`src/cr16_defs.svh`:
```
`ifndef CR16_DEFS_SVH
`define CR16_DEFS_SVH

// Width of every data path in the unit
`define CR16_DATA_W 16

// Number of general purpose registers in the register file
`define CR16_NUM_REGS 16

// Bits needed to address one register
`define CR16_REG_IDX_W 4

// Opcode field width as seen on the command port
`define CR16_OP_W 8

// Width of the processor status vector (C, L, F, Z and N)
`define CR16_FLAGS_W 5

`endif
```
`src/cr16AluPkg.sv`:
```
`include "cr16_defs.svh"

package cr16AluPkg;

	// Opcode values follow the legacy ALU encoding
	// Anything outside this list is treated as an unknown opcode
	typedef enum logic [`CR16_OP_W-1:0]
	{
		opAnd  = 8'b00000001,
		opOr   = 8'b00000010,
		opXor  = 8'b00000011,
		opAdd  = 8'b00000101,
		opCmp  = 8'b00001011,
		opMov  = 8'b00001101,
		opLsh  = 8'b10000100,
		opAshu = 8'b10000110
	} aluOpE;

	// Carry out of ADD
	localparam int unsigned flagC = 0;

	// Low flag, set when dst is below src as unsigned numbers
	localparam int unsigned flagL = 1;

	// Signed overflow of the compare subtraction
	localparam int unsigned flagF = 2;

	// Set when both compare operands are equal
	localparam int unsigned flagZ = 3;

	// Set when dst is below src as signed numbers
	localparam int unsigned flagN = 4;

endpackage

```
`src/cr16CmdPkg.sv`:
```
`include "cr16_defs.svh"

package cr16CmdPkg;

	// Phases of one four-phase command handshake
	// Idle waits for req, exec does the work, done holds ack until req drops
	typedef enum logic [1:0]
	{
		ctlIdle = 2'd0,
		ctlExec = 2'd1,
		ctlDone = 2'd2
	} ctlStateE;

	// Tells whether an opcode stores its result in the destination register
	// CMP only touches the flags and unknown opcodes touch nothing
	function automatic logic writesBack(input logic [`CR16_OP_W-1:0] op);
		case (op)
			cr16AluPkg::opAdd, cr16AluPkg::opOr, cr16AluPkg::opAnd, cr16AluPkg::opXor,
			cr16AluPkg::opMov, cr16AluPkg::opLsh, cr16AluPkg::opAshu:
				return 1'b1;
			default:
				return 1'b0;
		endcase
	endfunction

endpackage

```
`src/cr16Alu.sv`:
```
`include "cr16_defs.svh"

module cr16Alu
(
	input  cr16AluPkg::aluOpE          op,
	input  logic [`CR16_DATA_W-1:0]    dst,
	input  logic [`CR16_DATA_W-1:0]    src,
	input  logic                       carryIn,
	output logic [`CR16_DATA_W-1:0]    result,
	output logic [`CR16_FLAGS_W-1:0]   flagsNew,
	output logic [`CR16_FLAGS_W-1:0]   flagMask
);

	// Sum with one extra bit so the carry falls out at the top
	logic [`CR16_DATA_W:0]   sumWide;
	// Difference used by the compare for its overflow flag
	logic [`CR16_DATA_W-1:0] diff;
	// Shift distance as a magnitude plus a direction
	logic [`CR16_DATA_W-1:0] shiftMag;
	logic                    shiftRight;
	// High when every bit gets shifted out
	logic                    shiftOut;
	// Fill pattern for an arithmetic right shift past the word
	logic [`CR16_DATA_W-1:0] signFill;

	always_comb
	begin
		sumWide    = {1'b0, dst} + {1'b0, src} + {{`CR16_DATA_W{1'b0}}, carryIn};
		diff       = dst - src;
		// A negative amount means a right shift by its two's complement magnitude
		shiftRight = src[`CR16_DATA_W-1];
		shiftMag   = shiftRight ? (~src + 1'b1) : src;
		// The most negative amount also lands here since its magnitude is huge
		shiftOut   = (shiftMag >= `CR16_DATA_W'(`CR16_DATA_W));
		signFill   = {`CR16_DATA_W{dst[`CR16_DATA_W-1]}};
	end

	always_comb
	begin
		// Defaults cover unknown opcodes with a zero result and no flag change
		result   = '0;
		flagsNew = '0;
		flagMask = '0;
		case (op)
			cr16AluPkg::opAdd:
			begin
				result                       = sumWide[`CR16_DATA_W-1:0];
				flagsNew[cr16AluPkg::flagC]  = sumWide[`CR16_DATA_W];
				flagMask[cr16AluPkg::flagC]  = 1'b1;
			end
			cr16AluPkg::opOr:
				result = dst | src;
			cr16AluPkg::opAnd:
				result = dst & src;
			cr16AluPkg::opXor:
				result = dst ^ src;
			cr16AluPkg::opMov:
				result = src;
			cr16AluPkg::opCmp:
			begin
				// The difference shows on the result port but is never written back
				result                       = diff;
				flagsNew[cr16AluPkg::flagL]  = (dst < src);
				flagsNew[cr16AluPkg::flagN]  = ($signed(dst) < $signed(src));
				flagsNew[cr16AluPkg::flagZ]  = (dst == src);
				// Overflow when the operand signs differ and the difference loses dst's sign
				flagsNew[cr16AluPkg::flagF]  = (dst[`CR16_DATA_W-1] != src[`CR16_DATA_W-1]) &&
					(diff[`CR16_DATA_W-1] != dst[`CR16_DATA_W-1]);
				flagMask[cr16AluPkg::flagL]  = 1'b1;
				flagMask[cr16AluPkg::flagN]  = 1'b1;
				flagMask[cr16AluPkg::flagZ]  = 1'b1;
				flagMask[cr16AluPkg::flagF]  = 1'b1;
			end
			cr16AluPkg::opLsh:
			begin
				// Logical shift fills with zeros both ways
				if (shiftOut)
					result = '0;
				else if (shiftRight)
					result = dst >> shiftMag;
				else
					result = dst << shiftMag;
			end
			cr16AluPkg::opAshu:
			begin
				// Left shifts match LSH, right shifts replicate the sign
				if (shiftRight)
				begin
					if (shiftOut)
						result = signFill;
					else
						result = $signed(dst) >>> shiftMag;
				end
				else
					result = shiftOut ? '0 : (dst << shiftMag);
			end
			default:
				result = '0;
		endcase
	end

endmodule

```
`src/cr16Exec.sv`:
```
`include "cr16_defs.svh"

module cr16Exec
(
	input  logic                        clk,
	input  logic                        arstN,
	input  logic                        req,
	input  logic [`CR16_OP_W-1:0]       op,
	input  logic [`CR16_REG_IDX_W-1:0]  rDest,
	input  logic [`CR16_REG_IDX_W-1:0]  rSrc,
	input  logic [`CR16_DATA_W-1:0]     imm,
	input  logic                        useImm,
	input  logic                        withCarry,
	output logic                        ack,
	output logic [`CR16_DATA_W-1:0]     result,
	output logic [`CR16_FLAGS_W-1:0]    flags
);

	// Register file read data
	logic [`CR16_DATA_W-1:0]  rdDst;
	logic [`CR16_DATA_W-1:0]  rdSrc;
	// Operand and carry chosen by the controller
	logic [`CR16_DATA_W-1:0]  aluSrc;
	logic                     aluCarryIn;
	// ALU outcome
	logic [`CR16_DATA_W-1:0]  aluResult;
	logic [`CR16_FLAGS_W-1:0] aluFlagsNew;
	logic [`CR16_FLAGS_W-1:0] aluFlagMask;
	logic                     wrEn;

	cr16ExecCtl ctl0 (.clk, .arstN, .req, .op, .useImm, .withCarry, .imm, .rdSrc,
		.aluResult, .aluFlagsNew, .aluFlagMask, .aluSrc, .aluCarryIn, .wrEn,
		.ack, .result, .flags);

	// The destination register is both read as an operand and written with the result
	cr16RegFile regFile0 (.clk, .arstN, .rdIdxA(rDest), .rdIdxB(rSrc),
		.rdDataA(rdDst), .rdDataB(rdSrc), .wrEn, .wrIdx(rDest), .wrData(aluResult));

	// Raw opcodes outside the enum still reach the ALU and hit its default branch
	cr16Alu alu0 (.op(cr16AluPkg::aluOpE'(op)), .dst(rdDst), .src(aluSrc),
		.carryIn(aluCarryIn), .result(aluResult), .flagsNew(aluFlagsNew),
		.flagMask(aluFlagMask));

endmodule

```
`src/cr16ExecCtl.sv`:
```
`include "cr16_defs.svh"

module cr16ExecCtl
(
	input  logic                       clk,
	input  logic                       arstN,
	// Command side of the four-phase handshake
	input  logic                       req,
	input  logic [`CR16_OP_W-1:0]      op,
	input  logic                       useImm,
	input  logic                       withCarry,
	input  logic [`CR16_DATA_W-1:0]    imm,
	// Source register value from the register file
	input  logic [`CR16_DATA_W-1:0]    rdSrc,
	// ALU outcome for the current command
	input  logic [`CR16_DATA_W-1:0]    aluResult,
	input  logic [`CR16_FLAGS_W-1:0]   aluFlagsNew,
	input  logic [`CR16_FLAGS_W-1:0]   aluFlagMask,
	// ALU operand controls
	output logic [`CR16_DATA_W-1:0]    aluSrc,
	output logic                       aluCarryIn,
	// Register file write strobe
	output logic                       wrEn,
	// Handshake reply and the values it vouches for
	output logic                       ack,
	output logic [`CR16_DATA_W-1:0]    result,
	output logic [`CR16_FLAGS_W-1:0]   flags
);

	cr16CmdPkg::ctlStateE state;

	// Immediate commands bypass the source register entirely
	assign aluSrc = useImm ? imm : rdSrc;

	// Carry only chains in when the command asks for it
	assign aluCarryIn = withCarry & flags[cr16AluPkg::flagC];

	// One write per command, on the edge that leaves exec
	// The opcode is still held by the driver at that point
	assign wrEn = (state == cr16CmdPkg::ctlExec) && cr16CmdPkg::writesBack(op);

	// Ack follows the done state directly so it drops on the edge that sees req low
	assign ack = (state == cr16CmdPkg::ctlDone);

	always_ff @(posedge clk or negedge arstN)
	begin
		if (!arstN)
		begin
			state  <= cr16CmdPkg::ctlIdle;
			result <= '0;
			flags  <= '0;
		end
		else
		begin
			case (state)
				cr16CmdPkg::ctlIdle:
				begin
					// A new command is only taken once the previous ack has gone low
					if (req)
					begin
						state <= cr16CmdPkg::ctlExec;
					end
				end
				cr16CmdPkg::ctlExec:
				begin
					// Result and status are captured together with the register write
					result <= aluResult;
					// Only the flags the opcode defines are replaced
					flags  <= (flags & ~aluFlagMask) | (aluFlagsNew & aluFlagMask);
					state  <= cr16CmdPkg::ctlDone;
				end
				cr16CmdPkg::ctlDone:
				begin
					// Hold ack for as long as the driver keeps req up
					if (!req)
					begin
						state <= cr16CmdPkg::ctlIdle;
					end
				end
				default:
				begin
					state <= cr16CmdPkg::ctlIdle;
				end
			endcase
		end
	end

endmodule

```
`src/cr16RegFile.sv`:
```
`include "cr16_defs.svh"

module cr16RegFile
(
	input  logic                        clk,
	input  logic                        arstN,
	input  logic [`CR16_REG_IDX_W-1:0]  rdIdxA,
	input  logic [`CR16_REG_IDX_W-1:0]  rdIdxB,
	output logic [`CR16_DATA_W-1:0]     rdDataA,
	output logic [`CR16_DATA_W-1:0]     rdDataB,
	input  logic                        wrEn,
	input  logic [`CR16_REG_IDX_W-1:0]  wrIdx,
	input  logic [`CR16_DATA_W-1:0]     wrData
);

	// General purpose registers
	logic [`CR16_DATA_W-1:0] regs [`CR16_NUM_REGS];

	// Both read ports are plain lookups with no latency
	// A write in the same cycle only shows up after the edge
	assign rdDataA = regs[rdIdxA];
	assign rdDataB = regs[rdIdxB];

	// The architecture defines every register as zero out of reset
	always_ff @(posedge clk or negedge arstN)
	begin
		if (!arstN)
		begin
			for (int i = 0; i < `CR16_NUM_REGS; i++)
			begin
				regs[i] <= '0;
			end
		end
		else if (wrEn)
		begin
			regs[wrIdx] <= wrData;
		end
	end

endmodule

```
`config.mk`:
```
export PLATFORM = sky130hd
export DESIGN_NAME = cr16Exec
export DESIGN_NICKNAME = d
export VERILOG_FILES = /design/src/cr16AluPkg.sv /design/src/cr16CmdPkg.sv /design/src/cr16Alu.sv /design/src/cr16Exec.sv /design/src/cr16ExecCtl.sv /design/src/cr16RegFile.sv
export VERILOG_INCLUDE_DIRS = /design/src
export SDC_FILE = /design/constraint.sdc
export NUM_CORES = 1
export LEC_CHECK = 0
export ABC_AREA = 1
export BUFFER_PORTS_ARGS = -buffer_cell sky130_fd_sc_hd__buf_2
export CELL_PAD_IN_SITES_DETAIL_PLACEMENT = 1
export CELL_PAD_IN_SITES_GLOBAL_PLACEMENT = 2
export CORE_MARGIN = 2
export CORE_UTILIZATION = 40
export CTS_BUF_LIST = sky130_fd_sc_hd__clkbuf_2
export DETAILED_ROUTE_END_ITERATION = 8
export PLACE_DENSITY = 0.95
export SLEW_MARGIN = 20
export SYNTH_ARGS = -nofsm -noshare
export SYNTH_HDL_FRONTEND = slang
export SYNTH_SLANG_ARGS = --single-unit
```
`constraint.sdc`:
```
create_clock -name clk -period 11.8 [get_ports clk]
set_input_delay 1.77 -clock clk [delete_from_list [all_inputs] [get_ports clk]]
set_output_delay 1.77 -clock clk [all_outputs]
set_load 0.005 [all_outputs]
```
==> summary.json <==
{
  "outcome": "complete, no violations",
  "dieHeight_um": 226,
  "synth.yosys.seq_area_share": 0.353,
  "pin_count": 59,
  "crit_arrival_ps": 8920,
  "swShare": 0.401,
  "synth_area_leader_cell": "sky130_fd_sc_hd__dfrtp_1",
  "dieWidth_um": 226,
  "synth.most_common_cell": "sky130_fd_sc_hd__nand2_1",
  "synth_top_family_by_area": "simple AND/OR/NAND/NOR gates",
  "reg_to_reg_slack_setup_ps": 5570,
  "timing.setup.critical_path_class": "primary input to register",
  "synth_edf_count": 0,
  "cts.htree.levels": 3,
  "clock_slew_at_the_register_clock_pins_of_the_worst_setup_and_hold_paths_ps": 100,
  "timing.critical_path.from_type": "primary input",
  "rsz0062_at_grt": "no",
  "peak_freq_mhz": 125,
  "finish.cell_count_without_fillers": 3761,
  "via_total_after_detailed_routing": 22200,
  "ys_ff_latch": 279,
  "route.detailed.wl_per_inst_um": 23.5,
  "clkPwrFrac": 0.321,
  "final_critical_path_setup_slack_ps": 3830,
  "final_min_period_over_clock_period": 0.676,
  "final_layout_size_suffix_gt1_frac": 0.107,
  "postLayoutCellArea_mm2": 0.0212,
  "detail_route.iter0.violations": 2090,
  "synthDominantCellAreaShare": 0.353,
  "timing.critical_path.max_delay_family": "simple AND/OR/NAND/NOR gates",
  "required_ps": 12750,
  "yosysWarnings": 0,
  "nets": 3119,
  "post_cts_setup_buffer_count": 0,
  "drt_first_pass_iters": 6,
  "worstPathBufferInverterCount": 3,
  "synth.cell_area_mm2": 0.0198,
  "layout_min_cycle_time_ps": 7970,
  "timing.critical_path.slowest_cell_delay_ps": 790,
  "postPlaceCellArea_mm2": 0.0205,
  "tightest_slew_ps": 1040,
  "grt_overflow": 0,
  "post_synth_most_frequent_cells": "1,337 x sky130_fd_sc_hd__nand2_1, 350 x sky130_fd_sc_hd__nand3_1, 279 x sky130_fd_sc_hd__dfrtp_1, 166 x sky130_fd_sc_hd__inv_1, 136 x sky130_fd_sc_hd__o22ai_1",
  "cell_with_the_most_instances_on_the_worst_path": "sky130_fd_sc_hd__nand2_1",
  "max_cap_viol_count": 0,
  "synthesis.instances": 3014,
  "cts_root_buf": "sky130_fd_sc_hd__clkbuf_2",
  "synthesized_area_per_cell_um2": 6.57,
  "final_util": 0.434,
  "coreArea_mm2": 0.0490,
  "dp_hpwl_mm": 59.7,
  "initial_core_util": 0.404,
  "globalRouteTotalUtil": 0.350,
  "dp_cells": 3611,
  "detail_route.wirelength_mm": 88.5,
  "p_int_mw": 1.43,
  "post_synth_xor_area_fraction": 0.00442,
  "grt_max_degree": 74,
  "cts_inserted_buffers": 81,
  "post_synth_and_or_nand_nor_area_fraction": 0.402,
  "synth_top_cells_by_area": "sky130_fd_sc_hd__dfrtp_1 35%, sky130_fd_sc_hd__nand2_1 25%, sky130_fd_sc_hd__nand3_1 8.8%, sky130_fd_sc_hd__o22ai_1 4.3%, sky130_fd_sc_hd__o21ai_0 3.3%",
  "area_growth_pct": 7.20,
  "element_type_at_the_critical_path_end": "register",
  "synthesis.nets": 3103,
  "power_per_cell_area_mw_per_mm2": 112,
  "route.detailed.drc": 0,
  "antenna_found_initial": 3,
  "p_seq_frac": 0.415,
  "critical-path-slowest-cell": "sky130_fd_sc_hd__buf_4",
  "latest_clock_arrival_within_the_worst_skew_pair_ps": 1110,
  "placer_congestion_estimate": 0.956,
  "switching_power_uw": 955,
  "synth_compound_area_frac": 0.126,
  "clock_sink_count": 279,
  "final.setup.tns_ps": 0,
  "cts_hold_buffers": 0,
  "std_cell_rows": 81,
  "cts_repair_resize_count": 0,
  "finalMaxSlewViolations": 0,
  "hold_violations": 0,
  "fillCellCount": 6564,
  "worst_slew_margin_rel": 0.296,
  "finalClockSkew_ps": 82.1,
  "grt_pass1_vias": 22800,
  "synth.area.mux_share": 0,
  "combined_area_of_the_multi_input_logic_cells_mm2": 0.0113,
  "layout.area.seq_mm2": 0.00698,
  "hold_path.class": "register to register",
  "detailedPlace.worstSlack_ps": 2950,
  "place.port_buffers": 58,
  "timing.critical_path.fanout_max": 70,
  "vias_per_instance": 5.90,
  "count_of_different_cell_masters_after_synthesis": 53,
  "postSynth.asyncResetShare": 1.00,
  "vdd.ir_drop.worst_uv": 108,
  "finalSetupViolations": 0,
  "postRouteAntennaNets": 0,
  "synthesized_area_fraction_occupied_by_adder_cells": 0.0340,
  "ys_dominant_reg_cell": "sky130_fd_sc_hd__dfrtp_1",
  "p_leak_nw": 11.2,
  "floorplan.die_area_mm2": 0.0513,
  "grt_pass1_wl_mm": 136,
  "clock_tree_from_tritoncts": "done",
  "p_comb_frac": 0.264,
  "cts_buffer_depth": 3
}
-- registers in the layout, indices dropped and copies added, names as in the netlist, named ones only --
register       count
ctl0.state         2
regFile0.regs    256
ctl0.result       16
-- power groups by stage --
stage	Combinational (mW)	Sequential, mW	Clock, mW
3_5_place_dp	0.616	1.01	0
3_3_place_gp	0.603	1.01	0
4_1_cts	0.618	0.988	0.781
2_1_floorplan	0.393	1.00	0
5_1_grt	0.687	0.990	0.833
6_report	0.629	0.988	0.764
-- cell type report --
cell class / instances / area share
sequential: 279 / 0.329
clock inverter: 30 / 0.00690
clock buffer: 116 / 0.0274
antenna: 4 / 0.000472
tap: 664 / 0.0391
timing repair buffer: 104 / 0.0307
inverter: 179 / 0.0318
multi-input combinational: 2385 / 0.535
-- cells in the final DEF, fill, tap and decap left out, drive strengths merged, types with 2 or more instances in the layout --
cell,netlist,layout
a211oi,3,3
ha,49,49
o221ai,6,6
o21bai,7,7
o211ai,9,9
o31ai,4,4
inv,173,176
or2,23,23
xor2,10,10
a21oi,53,53
dfrtp,279,279
nor3b,2,2
nand4,31,31
a31oi,8,8
o21ai,168,168
clkbuf,67,116
a221oi,5,5
a2111oi,8,8
o2111ai,4,4
o22ai,136,136
fa,3,3
buf,104,104
clkinv,6,32
diode,0,4
nor3,27,27
nand2,1358,1358
nand3,357,357
nor2,108,108
-- final timing paths --
path,startpoint,end,cells past startpoint
min reg2reg,ctl0.state[0],ctl0.state[0],1
max in group asynchronous,arstN,async pin,2
min,ctl0.state[0],ctl0.state[0],1
min in group asynchronous,arstN,regFile0.regs[8],1
max,rSrc[0],regFile0.regs[93],32
max reg2reg,regFile0.regs[32],regFile0.regs[93],30
-- per-layer routing --
layer / GRT usage / up-vias / routed length [um]
li1: - / 9958 / -
met1: 0.455 / 11100 / 36900
met2: 0.562 / 932 / 40500
met3: 0.0610 / 227 / 6500
met4: 0.176 / 2 / 4550
met5: 0 / - / 15
-- stage by stage --
stage / hold slack (ps) / power [mW]
floorplan: 430 / 1.40
global placement: 442 / 1.61
detailed placement: 460 / 1.62
CTS: 472 / 2.39
global route: 490 / 2.51
finish: 469 / 2.38
-- logic make-up after synthesis --
family,Yosys count
compound gates,415
simple gates,1908
xor+xnor,10
flops,279
buf+inv,350
fa+ha+maj,52
-- worst register-to-register path: cells and delay by family (launching register included) --
family | cells | cell delay [ps]
AND/OR/NAND/NOR | 18 | 2340
flip-flops | 1 | 400
AO/OA/AOI/OAI | 10 | 1880
buffers and inverters | 1 | 790
adder cells (fa/ha/maj) | 1 | 670
No activity file was read; power rests on OpenSTA's default activity.
